===== config.mk =====
export PLATFORM = sky130hd
export DESIGN_NAME = ps2_keyboard_rx
export DESIGN_NICKNAME = d
export VERILOG_FILES = /design/src/logic/keyboard_code_pkg.sv /design/src/logic/ps2_frame_pkg.sv /design/src/logic/ps2_keyboard_rx.sv /design/src/logic/key_event_buffer.sv /design/src/logic/ascii_translator.sv /design/src/logic/scan_code_decoder.sv /design/src/logic/ps2_frame_receiver.sv
export SDC_FILE = /design/constraint.sdc
export NUM_CORES = 1
export LEC_CHECK = 0
export BUFFER_PORTS_ARGS = -buffer_cell sky130_fd_sc_hd__buf_2
export CORE_AREA = 5 5 99 124
export CTS_BUF_LIST = sky130_fd_sc_hd__clkbuf_2 sky130_fd_sc_hd__clkbuf_4 sky130_fd_sc_hd__clkbuf_8
export DETAILED_ROUTE_END_ITERATION = 16
export DIE_AREA = 0 0 104 129
export GPL_ROUTABILITY_DRIVEN = 0
export GPL_TIMING_DRIVEN = 0
export SLEW_MARGIN = 20
export SYNTH_ARGS = -nofsm -noshare
export SYNTH_HDL_FRONTEND = slang
export SYNTH_HIERARCHICAL = 1
export SYNTH_SLANG_ARGS = --single-unit

===== constraint.sdc =====
create_clock -name clk -period 2.9 [get_ports clk]
set_clock_uncertainty 0.05 [all_clocks]
set_input_delay 0.435 -clock clk [delete_from_list [all_inputs] [get_ports clk]]
set_output_delay 0.435 -clock clk [all_outputs]
set_load 0.01 [all_outputs]

===== src/logic/keyboard_code_pkg.sv =====
/*
  Scan code set 2 constants and character types. Only the prefixes and the
  two shift keys get names, every other code is plain data.
*/
`default_nettype none

package keyboard_code_pkg;

  // ------------------------------
  // widths and types
  // ------------------------------
  localparam int scan_code_bits = 8;
  localparam int ascii_bits     = 8;

  typedef logic [scan_code_bits-1:0] scan_code_t;
  typedef logic [ascii_bits-1:0]     ascii_t;

  // ------------------------------
  // special scan codes
  // ------------------------------
  localparam scan_code_t extend_code      = 8'hE0;  // next code is an extended key
  localparam scan_code_t release_code     = 8'hF0;  // next code is a key release
  localparam scan_code_t left_shift_code  = 8'h12;
  localparam scan_code_t right_shift_code = 8'h59;

  // result for any code that has no entry in the table
  localparam ascii_t unknown_ascii = 8'h2E;         // '.'

endpackage

`default_nettype wire


===== src/logic/ps2_frame_pkg.sv =====
/*
  PS/2 device-to-host frame layout. Bits arrive LSB first, so after a full
  shift the start bit sits at bit 0 and the stop bit at the top.
*/
`default_nettype none

package ps2_frame_pkg;

  // ------------------------------
  // frame geometry
  // ------------------------------
  localparam int frame_bits = 11;       // start + 8 data + parity + stop

  typedef logic [3:0] bit_count_t;      // counts 0..frame_bits

  // field order matches the shift direction, msb first
  typedef struct packed {
    logic       stop;                   // always 1 on the wire
    logic       parity;                 // odd parity, not checked here
    logic [7:0] data;                   // scan code byte
    logic       start;                  // always 0 on the wire
  } frame_fields_t;

  // the receiver shifts the raw word, the decoder reads the fields
  typedef union packed {
    logic [frame_bits-1:0] raw;
    frame_fields_t         fields;
  } frame_u;

endpackage

`default_nettype wire

===== src/logic/ps2_keyboard_rx.sv =====
/*
  PS/2 keyboard receive path, lines used as inputs only. Key events leave
  on a valid/ready port, rx_shift_on follows the live shift key state.
*/
`default_nettype none

module ps2_keyboard_rx #(
  parameter int watchdog_cycles = 102,    // about 60 us of clk
  parameter bit trap_shift_keys = 1'b0    // 1 hides shift key events
) (
  input  logic                          clk,
  input  logic                          reset,
  input  logic                          ps2_clk,
  input  logic                          ps2_data,
  input  logic                          rx_ready,
  output logic                          rx_valid,
  output logic                          rx_extended,
  output logic                          rx_released,
  output logic                          rx_shift_on,
  output keyboard_code_pkg::scan_code_t rx_scan_code,
  output keyboard_code_pkg::ascii_t     rx_ascii
);

  logic                          frame_valid;
  ps2_frame_pkg::frame_u         frame;
  logic                          key_valid;
  logic                          extended;
  logic                          released;
  keyboard_code_pkg::scan_code_t scan_code;
  keyboard_code_pkg::ascii_t     ascii;

  ps2_frame_receiver #(
    .watchdog_cycles (watchdog_cycles)
  ) i_receiver (
    .clk         (clk),
    .reset       (reset),
    .ps2_clk     (ps2_clk),
    .ps2_data    (ps2_data),
    .frame_valid (frame_valid),
    .frame       (frame)
  );

  // shift state goes straight out as rx_shift_on
  scan_code_decoder #(
    .trap_shift_keys (trap_shift_keys)
  ) i_decoder (
    .clk         (clk),
    .reset       (reset),
    .frame_valid (frame_valid),
    .frame       (frame),
    .key_valid   (key_valid),
    .extended    (extended),
    .released    (released),
    .shift_on    (rx_shift_on),
    .scan_code   (scan_code)
  );

  ascii_translator i_translator (
    .scan_code (scan_code),
    .shift_on  (rx_shift_on),
    .ascii     (ascii)
  );

  key_event_buffer i_buffer (
    .clk          (clk),
    .reset        (reset),
    .key_valid    (key_valid),
    .extended     (extended),
    .released     (released),
    .scan_code    (scan_code),
    .ascii        (ascii),
    .rx_ready     (rx_ready),
    .rx_valid     (rx_valid),
    .rx_extended  (rx_extended),
    .rx_released  (rx_released),
    .rx_scan_code (rx_scan_code),
    .rx_ascii     (rx_ascii)
  );

endmodule

`default_nettype wire


===== src/logic/key_event_buffer.sv =====
/*
  One-entry output register with valid/ready. No back-pressure reaches the
  decoder, so an event arriving while a stalled one is held is lost.
*/
`default_nettype none

module key_event_buffer (
  input  logic                          clk,
  input  logic                          reset,
  input  logic                          key_valid,
  input  logic                          extended,
  input  logic                          released,
  input  keyboard_code_pkg::scan_code_t scan_code,
  input  keyboard_code_pkg::ascii_t     ascii,
  input  logic                          rx_ready,
  output logic                          rx_valid,
  output logic                          rx_extended,
  output logic                          rx_released,
  output keyboard_code_pkg::scan_code_t rx_scan_code,
  output keyboard_code_pkg::ascii_t     rx_ascii
);

  logic load;

  // empty, or draining this cycle, so the slot is free
  assign load = key_valid && (!rx_valid || rx_ready);

  always_ff @(posedge clk)
  begin
    if (reset)
    begin
      rx_valid     <= 1'b0;
      rx_extended  <= 1'b0;
      rx_released  <= 1'b0;
      rx_scan_code <= '0;
      rx_ascii     <= '0;
    end
    else if (load)
    begin
      rx_valid     <= 1'b1;
      rx_extended  <= extended;
      rx_released  <= released;
      rx_scan_code <= scan_code;
      rx_ascii     <= ascii;
    end
    else if (rx_ready)
      rx_valid <= 1'b0;                      // transfer, nothing new behind it
  end

endmodule

`default_nettype wire


===== src/logic/ascii_translator.sv =====
/*
  US layout subset: control keys, space, digits, letters and a few
  punctuation keys. Everything else, keypad included, gives unknown_ascii.
*/
`default_nettype none

module ascii_translator (
  input  keyboard_code_pkg::scan_code_t scan_code,
  input  logic                          shift_on,
  output keyboard_code_pkg::ascii_t     ascii
);

  always_comb
  begin
    ascii = keyboard_code_pkg::unknown_ascii;
    case (scan_code)
      // shift has no effect on these
      8'h66: ascii = 8'h08;                          // backspace
      8'h0D: ascii = 8'h09;                          // tab
      8'h5A: ascii = 8'h0D;                          // enter
      8'h76: ascii = 8'h1B;                          // escape
      8'h29: ascii = 8'h20;                          // space
      8'h71: ascii = 8'h7F;                          // delete
      // ------------------------------
      // digit row
      // ------------------------------
      8'h16: ascii = shift_on ? 8'h21 : 8'h31;       // 1 !
      8'h1E: ascii = shift_on ? 8'h40 : 8'h32;       // 2 @
      8'h26: ascii = shift_on ? 8'h23 : 8'h33;       // 3 #
      8'h25: ascii = shift_on ? 8'h24 : 8'h34;       // 4 $
      8'h2E: ascii = shift_on ? 8'h25 : 8'h35;       // 5 %
      8'h36: ascii = shift_on ? 8'h5E : 8'h36;       // 6 ^
      8'h3D: ascii = shift_on ? 8'h26 : 8'h37;       // 7 &
      8'h3E: ascii = shift_on ? 8'h2A : 8'h38;       // 8 *
      8'h46: ascii = shift_on ? 8'h28 : 8'h39;       // 9 (
      8'h45: ascii = shift_on ? 8'h29 : 8'h30;       // 0 )
      // ------------------------------
      // letters, upper case with shift
      // ------------------------------
      8'h1C: ascii = shift_on ? 8'h41 : 8'h61;       // a
      8'h32: ascii = shift_on ? 8'h42 : 8'h62;       // b
      8'h21: ascii = shift_on ? 8'h43 : 8'h63;       // c
      8'h23: ascii = shift_on ? 8'h44 : 8'h64;       // d
      8'h24: ascii = shift_on ? 8'h45 : 8'h65;       // e
      8'h2B: ascii = shift_on ? 8'h46 : 8'h66;       // f
      8'h34: ascii = shift_on ? 8'h47 : 8'h67;       // g
      8'h33: ascii = shift_on ? 8'h48 : 8'h68;       // h
      8'h43: ascii = shift_on ? 8'h49 : 8'h69;       // i
      8'h3B: ascii = shift_on ? 8'h4A : 8'h6A;       // j
      8'h42: ascii = shift_on ? 8'h4B : 8'h6B;       // k
      8'h4B: ascii = shift_on ? 8'h4C : 8'h6C;       // l
      8'h3A: ascii = shift_on ? 8'h4D : 8'h6D;       // m
      8'h31: ascii = shift_on ? 8'h4E : 8'h6E;       // n
      8'h44: ascii = shift_on ? 8'h4F : 8'h6F;       // o
      8'h4D: ascii = shift_on ? 8'h50 : 8'h70;       // p
      8'h15: ascii = shift_on ? 8'h51 : 8'h71;       // q
      8'h2D: ascii = shift_on ? 8'h52 : 8'h72;       // r
      8'h1B: ascii = shift_on ? 8'h53 : 8'h73;       // s
      8'h2C: ascii = shift_on ? 8'h54 : 8'h74;       // t
      8'h3C: ascii = shift_on ? 8'h55 : 8'h75;       // u
      8'h2A: ascii = shift_on ? 8'h56 : 8'h76;       // v
      8'h1D: ascii = shift_on ? 8'h57 : 8'h77;       // w
      8'h22: ascii = shift_on ? 8'h58 : 8'h78;       // x
      8'h35: ascii = shift_on ? 8'h59 : 8'h79;       // y
      8'h1A: ascii = shift_on ? 8'h5A : 8'h7A;       // z
      // punctuation
      8'h41: ascii = shift_on ? 8'h3C : 8'h2C;       // , <
      8'h49: ascii = shift_on ? 8'h3E : 8'h2E;       // . >
      8'h4A: ascii = shift_on ? 8'h3F : 8'h2F;       // / ?
      8'h4C: ascii = shift_on ? 8'h3A : 8'h3B;       // ; :
      8'h52: ascii = shift_on ? 8'h22 : 8'h27;       // ' "
      8'h4E: ascii = shift_on ? 8'h5F : 8'h2D;       // - _
      8'h55: ascii = shift_on ? 8'h2B : 8'h3D;       // = +
      default: ascii = keyboard_code_pkg::unknown_ascii;
    endcase
  end

endmodule

`default_nettype wire


===== src/logic/scan_code_decoder.sv =====
/*
  Handles E0 and F0 prefixes and the two shift keys. Prefix state is held
  until the next non-prefix code. With trap_shift_keys set, shift keys only
  update shift_on and produce no key event.
*/
`default_nettype none

module scan_code_decoder #(
  parameter bit trap_shift_keys = 1'b0
) (
  input  logic                         clk,
  input  logic                         reset,
  input  logic                         frame_valid,
  input  ps2_frame_pkg::frame_u        frame,
  output logic                         key_valid,
  output logic                         extended,
  output logic                         released,
  output logic                         shift_on,
  output keyboard_code_pkg::scan_code_t scan_code
);

  keyboard_code_pkg::scan_code_t data_byte;
  logic is_extend;
  logic is_release;
  logic is_prefix;
  logic is_left;
  logic is_right;
  logic hold_extended;   // E0 seen, waiting for the key code
  logic hold_released;   // F0 seen, waiting for the key code
  logic left_shift;
  logic right_shift;

  assign data_byte  = frame.fields.data;
  assign is_extend  = (data_byte == keyboard_code_pkg::extend_code);
  assign is_release = (data_byte == keyboard_code_pkg::release_code);
  assign is_prefix  = is_extend | is_release;
  assign is_left    = (data_byte == keyboard_code_pkg::left_shift_code);
  assign is_right   = (data_byte == keyboard_code_pkg::right_shift_code);

  // ------------------------------
  // control state
  // ------------------------------
  always_ff @(posedge clk)
  begin
    if (reset)
    begin
      hold_extended <= 1'b0;
      hold_released <= 1'b0;
      left_shift    <= 1'b0;
      right_shift   <= 1'b0;
      key_valid     <= 1'b0;
    end
    else
    begin
      key_valid <= frame_valid && !is_prefix
                   && !(trap_shift_keys && (is_left || is_right));
      if (frame_valid)
      begin
        if (is_prefix)
        begin
          hold_extended <= hold_extended | is_extend;
          hold_released <= hold_released | is_release;
        end
        else
        begin
          hold_extended <= 1'b0;             // any real code ends the sequence
          hold_released <= 1'b0;
        end
        if (is_left)  left_shift  <= !hold_released;   // make sets, break clears
        if (is_right) right_shift <= !hold_released;
      end
    end
  end

  // event payload, latched with the pulse
  always_ff @(posedge clk)
  begin
    if (frame_valid && !is_prefix)
    begin
      extended  <= hold_extended;
      released  <= hold_released;
      scan_code <= data_byte;
    end
  end

  assign shift_on = left_shift | right_shift;

endmodule

`default_nettype wire


===== src/logic/ps2_frame_receiver.sv =====
/*
  Receives keyboard-to-host frames only. clk must run well above ps2_clk
  (at least 4x). Parity and stop bit are not checked. A partial frame is
  dropped after watchdog_cycles idle clocks with ps2_clk high.
*/
`default_nettype none

module ps2_frame_receiver #(
  parameter int watchdog_cycles = 102   // idle clocks before a partial frame is cleared
) (
  input  logic                  clk,
  input  logic                  reset,
  input  logic                  ps2_clk,
  input  logic                  ps2_data,
  output logic                  frame_valid,
  output ps2_frame_pkg::frame_u frame
);

  localparam int wd_bits = $clog2(watchdog_cycles + 1);

  logic [1:0]                clk_sync;    // [1] is the synchronized ps2_clk
  logic [1:0]                data_sync;
  logic                      clk_last;    // previous synchronized ps2_clk
  logic                      falling;
  ps2_frame_pkg::bit_count_t bit_count;
  logic [wd_bits-1:0]        wd_count;
  logic                      wd_expired;

  // ------------------------------
  // input synchronizers
  // ------------------------------
  // lines idle high, so reset to 1 to avoid a false edge
  always_ff @(posedge clk)
  begin
    if (reset)
    begin
      clk_sync  <= 2'b11;
      data_sync <= 2'b11;
      clk_last  <= 1'b1;
    end
    else
    begin
      clk_sync  <= {clk_sync[0], ps2_clk};
      data_sync <= {data_sync[0], ps2_data};
      clk_last  <= clk_sync[1];
    end
  end

  assign falling = clk_last & ~clk_sync[1];  // one cycle per falling edge

  // ------------------------------
  // bit counter and shift register
  // ------------------------------
  assign frame_valid = (bit_count == ps2_frame_pkg::bit_count_t'(ps2_frame_pkg::frame_bits));

  always_ff @(posedge clk)
  begin
    if (reset || frame_valid || wd_expired)
      bit_count <= '0;                       // frame done or line went quiet
    else if (falling)
      bit_count <= bit_count + 1'b1;
  end

  // new bit enters at the top, so bit 0 ends up holding the start bit
  always_ff @(posedge clk)
  begin
    if (falling)
      frame.raw <= {data_sync[1], frame.raw[ps2_frame_pkg::frame_bits-1:1]};
  end

  // ------------------------------
  // watchdog
  // ------------------------------
  // runs only mid-frame while ps2_clk sits high, low phase restarts it
  assign wd_expired = (wd_count == wd_bits'(watchdog_cycles - 1));

  always_ff @(posedge clk)
  begin
    if (reset || !clk_sync[1] || (bit_count == '0))
      wd_count <= '0;
    else if (!wd_expired)
      wd_count <= wd_count + 1'b1;           // holds at the limit
  end

endmodule

`default_nettype wire


==> report_table.html <==
<table>
<tr><th>Metric</th><th>Value</th></tr>
<tr><th colspan="2">Finish</th></tr>
<tr><td>Final Cell Area</td><td>4315 um^2</td></tr>
<tr><td>Final net count</td><td>461</td></tr>
<tr><td>Layout cell share with drive strength beyond 1</td><td>20.79%</td></tr>
<tr><td>Area of the multi-input gates</td><td>2142 um^2</td></tr>
<tr><td>Number of fill cells</td><td>1128</td></tr>
<tr><td>Synthesis-to-finish area growth</td><td>15.93%</td></tr>
<tr><td>Sequential cell area in the final layout</td><td>1401 um^2</td></tr>
<tr><td>Number of antenna cells inserted</td><td>0</td></tr>
<tr><th colspan="2">Route</th></tr>
<tr><td>Post-DRT Antenna Nets</td><td>0</td></tr>
<tr><td>Post-route DRC violation count</td><td>0</td></tr>
<tr><td>Wire length per cell after detailed routing</td><td>16.23 um</td></tr>
<tr><td>Per-cell via count in the routed design</td><td>5.596</td></tr>
<tr><td>Router iterations before antenna repair</td><td>7</td></tr>
<tr><td>Vias</td><td>3313</td></tr>
<tr><td>Wire length after detailed routing</td><td>9.607 mm</td></tr>
<tr><td>1st-iter DRT viols</td><td>245</td></tr>
<tr><th colspan="2">CTS</th></tr>
<tr><td>Number of buffers created by CTS</td><td>9</td></tr>
<tr><td>TritonCTS clock tree</td><td>yes</td></tr>
<tr><td>Clock Root Buffer</td><td>sky130_fd_sc_hd__clkbuf_8</td></tr>
<tr><td>Largest buffer count on any clock path</td><td>2</td></tr>
<tr><td>Sinks on the clock net</td><td>60</td></tr>
<tr><td>Reg clk slew, reported paths</td><td>0.06 ns</td></tr>
<tr><td>Clock insertion delay at the later pin of the skew report</td><td>0.33 ns</td></tr>
<tr><td># hold bufs at CTS</td><td>0</td></tr>
<tr><td>Number of H-tree levels</td><td>3</td></tr>
<tr><th colspan="2">Global route</th></tr>
<tr><td>Via count of the first global-routing pass</td><td>3311</td></tr>
<tr><td>Initial antenna violation count</td><td>0</td></tr>
<tr><td>Global Route Usage Sum</td><td>14.48%</td></tr>
<tr><td>Leftover overflow at the end of global routing</td><td>0</td></tr>
<tr><td>First-pass GRT wire length</td><td>15.98 mm</td></tr>
<tr><td>Pin count of the biggest net entering global routing</td><td>14</td></tr>
<tr><th colspan="2">Synth</th></tr>
<tr><td>Synth Instances</td><td>418</td></tr>
<tr><td>Post-synthesis instance area</td><td>3722 um^2</td></tr>
<tr><td>Total number of yosys warnings</td><td>6</td></tr>
<tr><td>Post-Synthesis Mean Instance Area</td><td>8.905 um^2</td></tr>
<tr><td>Synth Net Count</td><td>427</td></tr>
<tr><th colspan="2">Min path</th></tr>
<tr><td>Path category of the worst min-delay check</td><td>in2reg</td></tr>
<tr><th colspan="2">Outcome</th></tr>
<tr><td>Outcome</td><td>finished, final reports clean</td></tr>
<tr><th colspan="2">STA</th></tr>
<tr><td>Final Hold Fails</td><td>0</td></tr>
<tr><td>Crit share post-route</td><td>98.57%</td></tr>
<tr><td>Maximum frequency from static timing analysis</td><td>349.8 MHz</td></tr>
<tr><td>Setup TNS</td><td>0 ns</td></tr>
<tr><td>Final count of negative-setup-slack endpoints</td><td>0</td></tr>
<tr><td>Headroom to the max-slew limit</td><td>51.76%</td></tr>
<tr><td>Pins over their slew limit</td><td>0</td></tr>
<tr><td>Final worst path period need</td><td>2.859 ns</td></tr>
<tr><td>Worst slack on hold paths</td><td>0.2351 ns</td></tr>
<tr><td>Actual slew at the worst max-slew pin</td><td>0.7237 ns</td></tr>
<tr><th colspan="2">Die</th></tr>
<tr><td>Area of the die</td><td>13420 um^2</td></tr>
<tr><td>Initial cell density of the core</td><td>33.91%</td></tr>
<tr><td>Die height</td><td>129 um</td></tr>
<tr><td>Core Footprint</td><td>10980 um^2</td></tr>
<tr><td>Die Width</td><td>104 um</td></tr>
<tr><td>I/O pin total</td><td>25</td></tr>
<tr><td>Placement row count</td><td>43</td></tr>
<tr><th colspan="2">Power</th></tr>
<tr><td>NetSw</td><td>329.7 uW</td></tr>
<tr><td>Post-layout total power</td><td>1788 uW</td></tr>
<tr><td>Portion of total power attributed to sequential cells</td><td>49.2%</td></tr>
<tr><td>Internal</td><td>1459 uW</td></tr>
<tr><td>Worst IR drop on VDD</td><td>330.2 uV</td></tr>
<tr><td>Switching portion of total power</td><td>18.44%</td></tr>
<tr><td>Leakage power total</td><td>0.001546 uW</td></tr>
<tr><td>Part of the power in the clock network</td><td>48.5%</td></tr>
<tr><td>Combinational group share of total power</td><td>2.3%</td></tr>
<tr><td>Power Density</td><td>414.4 nW/um^2</td></tr>
<tr><th colspan="2">Setup path</th></tr>
<tr><td>Setup CP Type</td><td>reg2reg</td></tr>
<tr><td>Worst setup EP type</td><td>flip-flop</td></tr>
<tr><td>Startpoint type of the worst setup path</td><td>flip-flop</td></tr>
<tr><td>Required time of the critical path</td><td>3.07 ns</td></tr>
<tr><td>Crit-path max FO</td><td>10</td></tr>
<tr><td>Arrival @ worst endpoint</td><td>3.03 ns</td></tr>
<tr><th colspan="2">Place</th></tr>
<tr><td>Placed wire-length estimate</td><td>7.117 mm</td></tr>
<tr><td>IO Port Bufs</td><td>24</td></tr>
<tr><td>Area after DPL</td><td>4011 um^2</td></tr>
<tr><th colspan="2">Flow run</th></tr>
<tr><td>Max capacitance violation total</td><td>0</td></tr>
</table>
-- worst paths after layout --
| check | startpoint | to | slack [ns] | depth (start not counted) |
|---|---|---|---|---|
| worst max-delay path | i_decoder/scan_code[7] | i_buffer/rx_ascii[3] | 0.04 | 9 |
| worst min-delay path | ps2_clk | i_receiver/clk_sync[0] | 0.24 | 2 |
| worst max register to register | i_decoder/scan_code[7] | i_buffer/rx_ascii[3] | 0.04 | 9 |
| worst min register to register | i_receiver/data_sync[1] | i_receiver/frame[10] | 0.36 | 0 |
-- through the flow --
step           setup WS (ns)  std cells  util (%)
6_report             0.04146        592     39.32
5_1_grt            -0.005024        592     39.32
4_1_cts             0.009964        593     38.79
3_5_place_dp         -0.2148        577     36.55
3_3_place_gp         -0.2108        577     36.55
2_1_floorplan         0.2988        418         -
-- power by group through the flow --
stage                     Sequential (uW)  Clock (uW)  Combinational [uW]
after global placement                898           0                42.1
after global routing                  880         944                48.3
after detailed placement              899           0                42.8
final                                 880         867                41.7
after floorplan                       896           0                30.9
after CTS                             880         899                43.1
-- registers in the layout (all words and copies together) (netlist names) --
name / count
i_buffer/rx_released: 1
i_decoder/extended: 1
i_decoder/scan_code: 8
i_receiver/frame: 10
i_decoder/key_valid: 1
i_receiver/data_sync: 2
i_decoder/hold_released: 1
i_decoder/left_shift: 1
i_buffer/rx_scan_code: 8
i_buffer/rx_extended: 1
i_receiver/clk_last: 1
i_receiver/bit_count: 4
i_receiver/clk_sync: 2
i_decoder/right_shift: 1
i_buffer/rx_valid: 1
i_decoder/hold_extended: 1
i_decoder/released: 1
i_buffer/rx_ascii: 8
i_receiver/wd_count: 7
-- worst max-delay path, cell delays in order, from the launching register on --
cell and delay (ns):
sky130_fd_sc_hd__edfxtp_1 0.38, sky130_fd_sc_hd__buf_2 0.20, sky130_fd_sc_hd__or4b_1 0.71, sky130_fd_sc_hd__o32ai_1 0.20, sky130_fd_sc_hd__a211o_1 0.26, sky130_fd_sc_hd__nor4_4 0.10
sky130_fd_sc_hd__and3_4 0.18, sky130_fd_sc_hd__or4_4 0.52, sky130_fd_sc_hd__nand2b_1 0.08, sky130_fd_sc_hd__mux2i_1 0.06
-- what timing repair did --
action,4_1_cts,5_1_grt
pin swaps,0,3
resized for setup,2,25
cloned,0,1
setup buffers,0,1
endpoints found under the setup margin,5,7
-- final cells by class --
type / instances / share of cell area (%)
clock inverter: 3 / 1.537
tap: 135 / 3.914
multi-input combinational: 309 / 49.64
sequential: 60 / 32.47
buffer: 32 / 4.146
clock buffer: 13 / 4.001
timing repair buffer: 26 / 3.073
inverter: 14 / 1.218
-- layer usage --
| metal | wire length, um | track usage (%) | up-vias |
|---|---|---|---|
| li1 | - | - | 1593 |
| met1 | 3782 | 15.88 | 1561 |
| met2 | 4972 | 26.05 | 127 |
| met3 | 510 | 3.362 | 32 |
| met4 | 341 | 7.546 | 0 |
| met5 | 0 | 0 | - |
-- layout by cell type (no fill, tap or decap), types with 6 or more instances in the layout --
cell type                   n
sky130_fd_sc_hd__nor2b_1    9
sky130_fd_sc_hd__o22ai_1    7
sky130_fd_sc_hd__dfxtp_1   40
sky130_fd_sc_hd__nor3_1    15
sky130_fd_sc_hd__clkbuf_8  12
sky130_fd_sc_hd__edfxtp_1  20
sky130_fd_sc_hd__clkbuf_2  11
sky130_fd_sc_hd__nand2_1   22
sky130_fd_sc_hd__a21oi_1   20
sky130_fd_sc_hd__clkbuf_1   7
sky130_fd_sc_hd__o21ai_0   19
sky130_fd_sc_hd__nor2_1    25
sky130_fd_sc_hd__xor2_1     6
sky130_fd_sc_hd__or2_2      8
sky130_fd_sc_hd__nand3_1    9
sky130_fd_sc_hd__inv_1     13
sky130_fd_sc_hd__nand2b_1  47
sky130_fd_sc_hd__buf_2     33
sky130_fd_sc_hd__mux2i_1   19
Power figures use the tool's default switching activity.
